File: src/verilog/dac_sys_pkg.sv
`default_nettype none

package dac_sys_pkg;

    // Sample and stream geometry
    localparam int SAMPLE_WIDTH    = 16;
    localparam int DMA_DATA_WIDTH  = 32;
    localparam int BATCH_SAMPLES   = 8;
    localparam int BATCH_WIDTH     = BATCH_SAMPLES * SAMPLE_WIDTH;
    // Two samples per beat, so four beats fill a batch
    localparam int BEATS_PER_BATCH = BATCH_WIDTH / DMA_DATA_WIDTH;

    // Processor bus widths
    localparam int A_BUS_WIDTH     = 32;
    localparam int WD_BUS_WIDTH    = 32;

    // Buffer index covers up to 256 batches
    localparam int BUF_ADDR_WIDTH  = 8;

    typedef logic [BUF_ADDR_WIDTH-1:0] buf_addr_t;
    // One extra bit so a full 256-entry buffer can be counted
    typedef logic [BUF_ADDR_WIDTH:0]   batch_cnt_t;

    // Register map, word addresses (byte address >> 2)
    typedef enum logic [A_BUS_WIDTH-3:0] {
        REG_CTRL   = 0,
        REG_LOADED = 1,
        REG_PLAYED = 2
    } reg_addr_e;

    typedef enum logic [1:0] {
        RESP_OKAY   = 2'b00,
        RESP_SLVERR = 2'b10
    } axi_resp_e;

    typedef enum logic [1:0] {
        DAC_IDLE,
        DAC_FETCH,
        DAC_PRESENT
    } dac_state_e;

    // Control register, bit 1 pl_reset and bit 0 run
    typedef struct packed {
        logic pl_reset;
        logic run;
    } ctrl_reg_t;

    // Buffer write port bundle
    typedef struct packed {
        logic                   en;
        buf_addr_t              addr;
        logic [BATCH_WIDTH-1:0] data;
    } buf_wr_t;

endpackage

`default_nettype wire
File: src/verilog/top_level.sv
`default_nettype none

module top_level #(
    parameter int BUF_DEPTH = 16
) (
    input  wire                                    clk,
    input  wire                                    rst_n,
    // DAC
    input  wire                                    dac0_rdy,
    output logic [dac_sys_pkg::BATCH_WIDTH-1:0]    dac_batch,
    output logic                                   valid_dac_batch,
    output logic                                   pl_rstn,
    // Processor requests
    input  wire  [dac_sys_pkg::A_BUS_WIDTH-1:0]    raddr_packet,
    input  wire                                    raddr_valid_packet,
    input  wire  [dac_sys_pkg::A_BUS_WIDTH-1:0]    waddr_packet,
    input  wire                                    waddr_valid_packet,
    input  wire  [dac_sys_pkg::WD_BUS_WIDTH-1:0]   wdata_packet,
    input  wire                                    wdata_valid_packet,
    input  wire                                    ps_wresp_rdy,
    input  wire                                    ps_read_rdy,
    // Processor responses
    output logic [1:0]                             wresp_out,
    output logic [1:0]                             rresp_out,
    output logic                                   wresp_valid_out,
    output logic                                   rresp_valid_out,
    output logic [dac_sys_pkg::WD_BUS_WIDTH-1:0]   rdata_packet,
    output logic                                   rdata_valid_out,
    // DMA stream
    input  wire  [dac_sys_pkg::DMA_DATA_WIDTH-1:0] pwl_tdata,
    input  wire                                    pwl_tlast,
    input  wire                                    pwl_tvalid,
    output logic                                   pwl_tready
);
    import dac_sys_pkg::*;

    ctrl_reg_t              ctrl;
    batch_cnt_t             loaded_count;
    batch_cnt_t             played_count;
    buf_wr_t                buf_wr;
    buf_addr_t              rd_addr;
    logic [BATCH_WIDTH-1:0] rd_batch;

    // Register slave
    axi_reg_slave u_regs (
        .clk(clk), .rst_n(rst_n),
        .waddr_packet(waddr_packet), .waddr_valid_packet(waddr_valid_packet),
        .wdata_packet(wdata_packet), .wdata_valid_packet(wdata_valid_packet),
        .ps_wresp_rdy(ps_wresp_rdy),
        .raddr_packet(raddr_packet), .raddr_valid_packet(raddr_valid_packet),
        .ps_read_rdy(ps_read_rdy),
        .loaded_count(loaded_count), .played_count(played_count),
        .wresp_out(wresp_out), .wresp_valid_out(wresp_valid_out),
        .rdata_packet(rdata_packet), .rdata_valid_out(rdata_valid_out),
        .rresp_out(rresp_out), .rresp_valid_out(rresp_valid_out),
        .ctrl(ctrl), .pl_rstn(pl_rstn)
    );

    // Stream to buffer
    pwl_dma_receiver #(.BUF_DEPTH(BUF_DEPTH)) u_rx (
        .clk(clk), .rst_n(rst_n),
        .pwl_tdata(pwl_tdata), .pwl_tvalid(pwl_tvalid), .pwl_tlast(pwl_tlast),
        .ctrl(ctrl), .pwl_tready(pwl_tready),
        .buf_wr(buf_wr), .loaded_count(loaded_count)
    );

    batch_buffer #(.BUF_DEPTH(BUF_DEPTH)) u_buf (
        .clk(clk), .buf_wr(buf_wr), .rd_addr(rd_addr), .rd_batch(rd_batch)
    );

    // Buffer to DAC
    dac_batch_streamer #(.BUF_DEPTH(BUF_DEPTH)) u_stream (
        .clk(clk), .rst_n(rst_n),
        .ctrl(ctrl), .loaded_count(loaded_count),
        .rd_batch(rd_batch), .rd_addr(rd_addr),
        .dac0_rdy(dac0_rdy), .dac_batch(dac_batch),
        .valid_dac_batch(valid_dac_batch), .played_count(played_count)
    );

endmodule

`default_nettype wire

File: src/verilog/dac_batch_streamer.sv
`default_nettype none

module dac_batch_streamer #(
    parameter int BUF_DEPTH = 16
) (
    input  wire                                 clk,
    input  wire                                 rst_n,
    input  wire  dac_sys_pkg::ctrl_reg_t        ctrl,
    input  wire  dac_sys_pkg::batch_cnt_t       loaded_count,
    // Buffer read port
    input  wire  [dac_sys_pkg::BATCH_WIDTH-1:0] rd_batch,
    output dac_sys_pkg::buf_addr_t              rd_addr,
    // DAC side
    input  wire                                 dac0_rdy,
    output logic [dac_sys_pkg::BATCH_WIDTH-1:0] dac_batch,
    output logic                                valid_dac_batch,
    // Accepted batches, wraps
    output dac_sys_pkg::batch_cnt_t             played_count
);
    import dac_sys_pkg::*;

    dac_state_e state;
    buf_addr_t  play_idx;
    batch_cnt_t next_cnt;
    logic       wrap;
    logic       accept;

    // DAC takes the batch this cycle
    assign accept   = (state == DAC_PRESENT) && valid_dac_batch && dac0_rdy;

    // Next index, back to zero past the last stored batch
    assign next_cnt = batch_cnt_t'(play_idx) + 1'b1;
    assign wrap     = (next_cnt >= loaded_count) ||
                      (next_cnt >= batch_cnt_t'(BUF_DEPTH));

    // Read address is frozen while presenting, so the read data holds
    assign dac_batch = rd_batch;

    always_ff @(posedge clk) begin
        if (!rst_n || ctrl.pl_reset) begin
            state           <= DAC_IDLE;
            valid_dac_batch <= 1'b0;
            play_idx        <= '0;
            rd_addr         <= '0;
            played_count    <= '0;
        end else begin
            case (state)
                DAC_IDLE: begin
                    // Wait for run and something to play
                    if (ctrl.run && loaded_count != '0) begin
                        state <= DAC_FETCH;
                    end
                end
                DAC_FETCH: begin
                    // Issue the address
                    rd_addr <= play_idx;
                    state   <= DAC_PRESENT;
                end
                DAC_PRESENT: begin
                    if (!valid_dac_batch) begin
                        // Memory read has landed
                        valid_dac_batch <= 1'b1;
                    end else if (accept) begin
                        valid_dac_batch <= 1'b0;
                        played_count    <= played_count + 1'b1;
                        play_idx        <= wrap ? '0 : next_cnt[BUF_ADDR_WIDTH-1:0];
                        // Cleared run stops here
                        state           <= ctrl.run ? DAC_FETCH : DAC_IDLE;
                    end
                end
                default: begin
                    state           <= DAC_IDLE;
                    valid_dac_batch <= 1'b0;
                end
            endcase
        end
    end

endmodule

`default_nettype wire

File: src/verilog/batch_buffer.sv
`default_nettype none

module batch_buffer #(
    parameter int BUF_DEPTH = 16
) (
    input  wire                                 clk,
    // Write port from the DMA receiver
    input  wire  dac_sys_pkg::buf_wr_t          buf_wr,
    // Read port toward the streamer
    input  wire  dac_sys_pkg::buf_addr_t        rd_addr,
    output logic [dac_sys_pkg::BATCH_WIDTH-1:0] rd_batch
);
    import dac_sys_pkg::*;

    // Index bits actually needed for this depth
    localparam int IDX_WIDTH = $clog2(BUF_DEPTH);

    logic [BATCH_WIDTH-1:0] mem [BUF_DEPTH];
    logic [IDX_WIDTH-1:0]   wr_idx;
    logic [IDX_WIDTH-1:0]   rd_idx;

    assign wr_idx = buf_wr.addr[IDX_WIDTH-1:0];
    assign rd_idx = rd_addr[IDX_WIDTH-1:0];

    // Write port
    always_ff @(posedge clk) begin
        if (buf_wr.en) begin
            mem[wr_idx] <= buf_wr.data;
        end
    end

    // Registered read, data one cycle after the address
    always_ff @(posedge clk) begin
        rd_batch <= mem[rd_idx];
    end

endmodule

`default_nettype wire

File: src/verilog/pwl_dma_receiver.sv
`default_nettype none

module pwl_dma_receiver #(
    parameter int BUF_DEPTH = 16
) (
    input  wire                                    clk,
    input  wire                                    rst_n,
    // DMA stream in
    input  wire  [dac_sys_pkg::DMA_DATA_WIDTH-1:0] pwl_tdata,
    input  wire                                    pwl_tvalid,
    input  wire                                    pwl_tlast,
    input  wire  dac_sys_pkg::ctrl_reg_t           ctrl,
    output logic                                   pwl_tready,
    // Buffer write port
    output dac_sys_pkg::buf_wr_t                   buf_wr,
    // Batches stored since last pl_reset
    output dac_sys_pkg::batch_cnt_t                loaded_count
);
    import dac_sys_pkg::*;

    localparam int BEAT_IDX_WIDTH = $clog2(BEATS_PER_BATCH);

    logic [BEAT_IDX_WIDTH-1:0] beat_idx;
    logic [BEAT_IDX_WIDTH-1:0] pad_words;
    logic [BATCH_WIDTH-1:0]    shift_q;
    logic [BATCH_WIDTH-1:0]    shift_next;
    logic                      buf_full;
    logic                      beat_fire;
    logic                      batch_done;

    // Count doubles as the full detector
    assign buf_full   = (loaded_count == batch_cnt_t'(BUF_DEPTH));
    assign pwl_tready = !ctrl.pl_reset && !buf_full;
    assign beat_fire  = pwl_tvalid && pwl_tready;

    // Last beat of a batch, either the fourth or a tlast
    assign batch_done = beat_fire &&
                        (pwl_tlast || beat_idx == BEAT_IDX_WIDTH'(BEATS_PER_BATCH - 1));

    // New beat enters at the top and older beats move down
    assign shift_next = {pwl_tdata, shift_q[BATCH_WIDTH-1:DMA_DATA_WIDTH]};

    // Words still missing from a short batch
    assign pad_words  = BEAT_IDX_WIDTH'(BEATS_PER_BATCH - 1) - beat_idx;

    // Write goes out in the same edge as the closing beat
    always_comb begin
        buf_wr.en   = batch_done;
        // Next free slot is the current count
        buf_wr.addr = loaded_count[BUF_ADDR_WIDTH-1:0];
        // Align a partial batch to the bottom, zeros fill the top
        buf_wr.data = shift_next >> (pad_words * DMA_DATA_WIDTH);
    end

    // Beat index and stored batch count
    always_ff @(posedge clk) begin
        if (!rst_n || ctrl.pl_reset) begin
            beat_idx     <= '0;
            loaded_count <= '0;
        end else if (beat_fire) begin
            if (batch_done) begin
                beat_idx     <= '0;
                loaded_count <= loaded_count + 1'b1;
            end else begin
                beat_idx <= beat_idx + 1'b1;
            end
        end
    end

    // Partial batch shift register
    always_ff @(posedge clk) begin
        if (beat_fire) begin
            shift_q <= shift_next;
        end
    end

endmodule

`default_nettype wire

File: src/verilog/axi_reg_slave.sv
`default_nettype none

module axi_reg_slave (
    input  wire                                   clk,
    input  wire                                   rst_n,
    // Write address and data channels, one-cycle valid pulses
    input  wire  [dac_sys_pkg::A_BUS_WIDTH-1:0]   waddr_packet,
    input  wire                                   waddr_valid_packet,
    input  wire  [dac_sys_pkg::WD_BUS_WIDTH-1:0]  wdata_packet,
    input  wire                                   wdata_valid_packet,
    input  wire                                   ps_wresp_rdy,
    // Read address channel
    input  wire  [dac_sys_pkg::A_BUS_WIDTH-1:0]   raddr_packet,
    input  wire                                   raddr_valid_packet,
    input  wire                                   ps_read_rdy,
    // Status from the datapath
    input  wire  dac_sys_pkg::batch_cnt_t         loaded_count,
    input  wire  dac_sys_pkg::batch_cnt_t         played_count,
    // Responses, held until the matching ready
    output dac_sys_pkg::axi_resp_e                wresp_out,
    output logic                                  wresp_valid_out,
    output logic [dac_sys_pkg::WD_BUS_WIDTH-1:0]  rdata_packet,
    output logic                                  rdata_valid_out,
    output dac_sys_pkg::axi_resp_e                rresp_out,
    output logic                                  rresp_valid_out,
    // Control outputs
    output dac_sys_pkg::ctrl_reg_t                ctrl,
    output logic                                  pl_rstn
);
    import dac_sys_pkg::*;

    localparam int WORD_WIDTH = A_BUS_WIDTH - 2;

    logic [A_BUS_WIDTH-1:0]  waddr_q;
    logic [WD_BUS_WIDTH-1:0] wdata_q;
    logic                    waddr_held;
    logic                    wdata_held;
    logic                    do_write;
    logic                    wr_hit;
    logic [WORD_WIDTH-1:0]   wr_word;
    logic [WORD_WIDTH-1:0]   rd_word;
    logic [WD_BUS_WIDTH-1:0] rd_value;
    axi_resp_e               rd_code;

    // Byte addresses to word addresses
    assign wr_word = waddr_q[A_BUS_WIDTH-1:2];
    assign rd_word = raddr_packet[A_BUS_WIDTH-1:2];

    // Write fires once both halves are held and no response is pending
    assign do_write = waddr_held && wdata_held && !wresp_valid_out;
    // Only the control register is writable
    assign wr_hit   = (wr_word == REG_CTRL);

    // Read decode
    always_comb begin
        rd_value = '0;
        rd_code  = RESP_OKAY;
        case (rd_word)
            REG_CTRL:   rd_value[$bits(ctrl_reg_t)-1:0]  = ctrl;
            REG_LOADED: rd_value[$bits(batch_cnt_t)-1:0] = loaded_count;
            REG_PLAYED: rd_value[$bits(batch_cnt_t)-1:0] = played_count;
            default:    rd_code = RESP_SLVERR;
        endcase
    end

    // Pending flags for address and data, arriving in either order
    always_ff @(posedge clk) begin
        if (!rst_n) begin
            waddr_held <= 1'b0;
            wdata_held <= 1'b0;
        end else begin
            if (waddr_valid_packet) begin
                waddr_held <= 1'b1;
            end else if (do_write) begin
                waddr_held <= 1'b0;
            end
            if (wdata_valid_packet) begin
                wdata_held <= 1'b1;
            end else if (do_write) begin
                wdata_held <= 1'b0;
            end
        end
    end

    // Captured address and data words
    always_ff @(posedge clk) begin
        if (waddr_valid_packet) begin
            waddr_q <= waddr_packet;
        end
        if (wdata_valid_packet) begin
            wdata_q <= wdata_packet;
        end
    end

    // Control register, PL reset output and write response valid
    always_ff @(posedge clk) begin
        if (!rst_n) begin
            ctrl            <= '0;
            pl_rstn         <= 1'b1;
            wresp_valid_out <= 1'b0;
        end else begin
            // Active-low copy of pl_reset, one cycle behind
            pl_rstn <= ~ctrl.pl_reset;
            if (do_write) begin
                wresp_valid_out <= 1'b1;
                if (wr_hit) begin
                    ctrl <= ctrl_reg_t'(wdata_q[$bits(ctrl_reg_t)-1:0]);
                end
            end else if (wresp_valid_out && ps_wresp_rdy) begin
                wresp_valid_out <= 1'b0;
            end
        end
    end

    always_ff @(posedge clk) begin
        if (do_write) begin
            wresp_out <= wr_hit ? RESP_OKAY : RESP_SLVERR;
        end
    end

    // Read response valids, both set together
    always_ff @(posedge clk) begin
        if (!rst_n) begin
            rdata_valid_out <= 1'b0;
            rresp_valid_out <= 1'b0;
        end else if (raddr_valid_packet) begin
            rdata_valid_out <= 1'b1;
            rresp_valid_out <= 1'b1;
        end else if (rresp_valid_out && ps_read_rdy) begin
            rdata_valid_out <= 1'b0;
            rresp_valid_out <= 1'b0;
        end
    end

    // Read payload captured with the address pulse
    always_ff @(posedge clk) begin
        if (raddr_valid_packet) begin
            rdata_packet <= rd_value;
            rresp_out    <= rd_code;
        end
    end

endmodule

`default_nettype wire

File: config.mk
export PLATFORM = sky130hd
export DESIGN_NAME = top_level
export DESIGN_NICKNAME = d
export VERILOG_FILES = /design/src/verilog/dac_sys_pkg.sv /design/src/verilog/top_level.sv /design/src/verilog/dac_batch_streamer.sv /design/src/verilog/batch_buffer.sv /design/src/verilog/pwl_dma_receiver.sv /design/src/verilog/axi_reg_slave.sv
export SDC_FILE = /design/constraint.sdc
export NUM_CORES = 2
export LEC_CHECK = 0
export BUFFER_PORTS_ARGS = -buffer_cell sky130_fd_sc_hd__buf_2
export CORE_MARGIN = 2
export CORE_UTILIZATION = 56
export CTS_BUF_LIST = sky130_fd_sc_hd__clkbuf_4 sky130_fd_sc_hd__clkbuf_8
export CTS_CLUSTER_SIZE = 30
export DETAILED_ROUTE_END_ITERATION = 6
export GPL_TIMING_DRIVEN = 1
export PLACE_DENSITY_LB_ADDON = 0.08
export SKIP_CTS_REPAIR_TIMING = 1
export SLEW_MARGIN = 30
export SYNTH_ARGS = -nofsm -noshare
export SYNTH_HDL_FRONTEND = slang
export SYNTH_HIERARCHICAL = 1
export SYNTH_SLANG_ARGS = --single-unit
File: constraint.sdc
create_clock -name clk -period 16.1 [get_ports clk]
set_clock_uncertainty 0.2 [all_clocks]
set_input_delay 0.805 -clock clk [delete_from_list [all_inputs] [get_ports clk]]
set_output_delay 0.805 -clock clk [all_outputs]
set_load 0.005 [all_outputs]
==> run_results.csv <==
group,metric,value,unit
status,outcome,"finished, final reports clean",
floorplan,core,159000,µm²
routing,viasPerCell,6.20,
layout,fin_util,63.7,%
setup_path,cpMostUsedCell,"buf_4",
floorplan,initial_utilization,56.5,%
global_route,grt_start_max_net_pins,124,
routing,num_vias,43700,
worst_hold_path,hold_depth,4,
floorplan,pin_count,308,
floorplan,die-area,163000,µm²
pwr,seqPwrFrac,55.3,%
pwr,p_leak,31.1,nW
sta,whs,0.0803,ns
global_route,grt_overflow,0,
worst_hold_path,min_from,"raddr_packet[30]",
setup_path,rr_startpoint,"u_stream/rd_addr[0]$_SDFFE_PP0P_",
clock_network,root_buffer,"clkbuf_8",
clock_network,cts_made_buffers,389,
sta,final.setup.tns,0,ns
sta,setup_viol,0,
worst_hold_path,worstHoldEndpoint,"u_regs/rdata_packet[5]$_DFFE_PP_",
layout,finalNetCount,4839,
place,detailed_place_hpwl,110000,µm
layout,design_area,101000,µm²
global_route,track_usage,26.3,%
sta,rsz0062_at_grt,"false",
job,drv_cap,0,
global_route,grt_pass1_wl,304000,µm
setup_path,critPathCaptureType,"flop",
setup_path,critPathKind,"reg -> reg",
pwr,internal_power,0.00975,W
pwr,max-vdd-ir-drop,0.0000818,V
layout,stdcell_count,7053,
yosys,netlist_area,89600,µm²
routing,drc,0,
pwr,combPwrFrac,2.4,%
pwr,swShare,20.4,%
clock_network,clk_path_buf_depth,4,
routing,ant_nets,0,
setup_path,worst_r2r_endpoint,"u_buf/rd_batch[58]$_DFF_P_",
layout,drive_gt1_share,33.0,%
sta,max_freq,184,MHz
place,portBuffers,248,
setup_path,critPathLaunchType,"flop",
setup_path,cp_slowest_cell,"dfxtp_4",
sta,max_slew_margin,31.5,%
setup_path,r2r_cells,7,
setup_path,crit_chain,"buf_4 > buf_6 > buf_4 > buf_4 > mux4_2 > a22oi_1 > nand2_1",
routing,drtIter0Drc,4683,
clock_network,clk_pin_slew,0.06,ns
yosys,synth_cells,4218,
worst_hold_path,hp-class,"in -> reg",
layout,multi_input_area,18500,µm²
floorplan,rows,146,
clock_network,cts_tree,"built",
routing,first_pass_iters,7,
setup_path,critical_path_arrival,6.11,ns
layout,n_fill_cell,10800,
floorplan,die_h,404,µm
place,globalplace.congestion,0.746,
yosys,synth.avg_cell_area,21.2,µm²
sta,hold_viol,0,
setup_path,slowest_delay,0.92,ns
layout,area_growth,12.8,%
routing,drt-wirelength-per-cell,30.4,µm
sta,fin_crit_sh,33.7,%
clock_network,clock_latency,1.05,ns
setup_path,path_max_fanout,49,
pwr,power.density,121,nW/µm²
place,postPlaceCellArea,92500,µm²
global_route,grt_pass1_vias,44300,
sta,maxSlewViolCount,0,
layout,seqCellArea,69100,µm²
place,placed_cells,6291,
yosys,yosys_warnings,6,
clock_network,h-tree-depth,5,
setup_path,rrSetupSlack,10.67,ns
pwr,power.switching,0.00250,W
global_route,antenna_found_initial,24,
setup_path,worstPathRequired,16.78,ns
pwr,power_frac_clock,42.3,%
clock_network,clock_sinks,2357,
floorplan,die_w,404,µm
sta,fin_crit,5.43,ns
routing,wl,214000,µm
sta,tightest_slew,1.03,ns
registers in the layout (all words and copies together) (netlist names), 8 cells and up:
register and flops:
u_rx/shift_q 96, u_rx/loaded_count 9, u_regs/rdata_packet 9, u_buf/mem 2048, u_stream/play_idx 8, u_buf/rd_batch 128, u_stream/played_count 9, u_regs/waddr_q 30
power groups by stage:
stage / registers, W / clock network, W / logic, W
after floorplan: 0.00690 / 0 / 0.000163
after global placement: 0.00690 / 0 / 0.000270
after detailed placement: 0.00690 / 0 / 0.000277
after CTS: 0.00678 / 0.00528 / 0.000278
after global routing: 0.00678 / 0.00555 / 0.000313
final: 0.00678 / 0.00518 / 0.000293
cell type report:
class | count | share of cell area, %
inverter | 16 | 0.0594
antenna | 9 | 0.0223
clock inverter | 95 | 0.593
sequential | 2357 | 68.4
timing repair buffer | 436 | 3.03
multi-input combinational | 1487 | 18.3
clock buffer | 581 | 7.02
tap | 2072 | 2.57
cell usage in the layout (no fill, tap or decap), types with 44 or more instances in the layout:
| master | instances |
|---|---|
| clkbuf_4 | 145 |
| edfxtp_1 | 2187 |
| mux2_2 | 91 |
| buf_2 | 248 |
| mux2i_1 | 120 |
| nand2_1 | 130 |
| clkinv_1 | 52 |
| clkbuf_8 | 436 |
| nor2b_1 | 44 |
| buf_4 | 93 |
| a22oi_1 | 223 |
| dfxtp_1 | 164 |
| dlygate4sd3_1 | 75 |
| mux4_2 | 479 |
critical path, delay by kind of cell (launching register included):
family | cells | cell delay (ns)
buf+inv | 4 | 2.96
compound gates | 1 | 0.23
simple gates | 1 | 0.16
mux | 1 | 0.58
flops | 1 | 0.92
layer usage:
metal | wire (µm) | GRT usage (%) | up-vias
met3 | 18900 | 6.32 | 338
li1 | - | - | 18200
met4 | 4380 | 7.30 | 16
met1 | 89000 | 37.6 | 23200
met5 | 106 | 0 | -
met2 | 102000 | 41.0 | 1954
through the flow:
step / total power (W) / setup WS (ns)
2_1_floorplan: 0.00706 / 4.57
3_3_place_gp: 0.00717 / 10.26
3_5_place_dp: 0.00718 / 10.49
4_1_cts: 0.0123 / 10.48
5_1_grt: 0.0126 / 10.13
6_report: 0.0123 / 10.67
how the worst max path moves through the flow:
stage	slack (ns)	cells past startpoint	to	from
2_1_floorplan	4.57	7	u_buf/mem[0][0]$_DFFE_PP_	u_rx/loaded_count[0]$_SDFFE_PP0P_
3_3_place_gp	10.26	7	u_buf/rd_batch[59]$_DFF_P_	u_stream/rd_addr[0]$_SDFFE_PP0P_
3_5_place_dp	10.49	7	u_buf/rd_batch[59]$_DFF_P_	u_stream/rd_addr[0]$_SDFFE_PP0P_
4_1_cts	10.48	7	u_buf/rd_batch[59]$_DFF_P_	u_stream/rd_addr[0]$_SDFFE_PP0P_
5_1_grt	10.13	7	u_buf/rd_batch[107]$_DFF_P_	u_stream/rd_addr[0]$_SDFFE_PP0P_
6_report	10.67	7	u_buf/rd_batch[58]$_DFF_P_	u_stream/rd_addr[0]$_SDFFE_PP0P_
No activity file was read; power rests on OpenSTA's default activity.
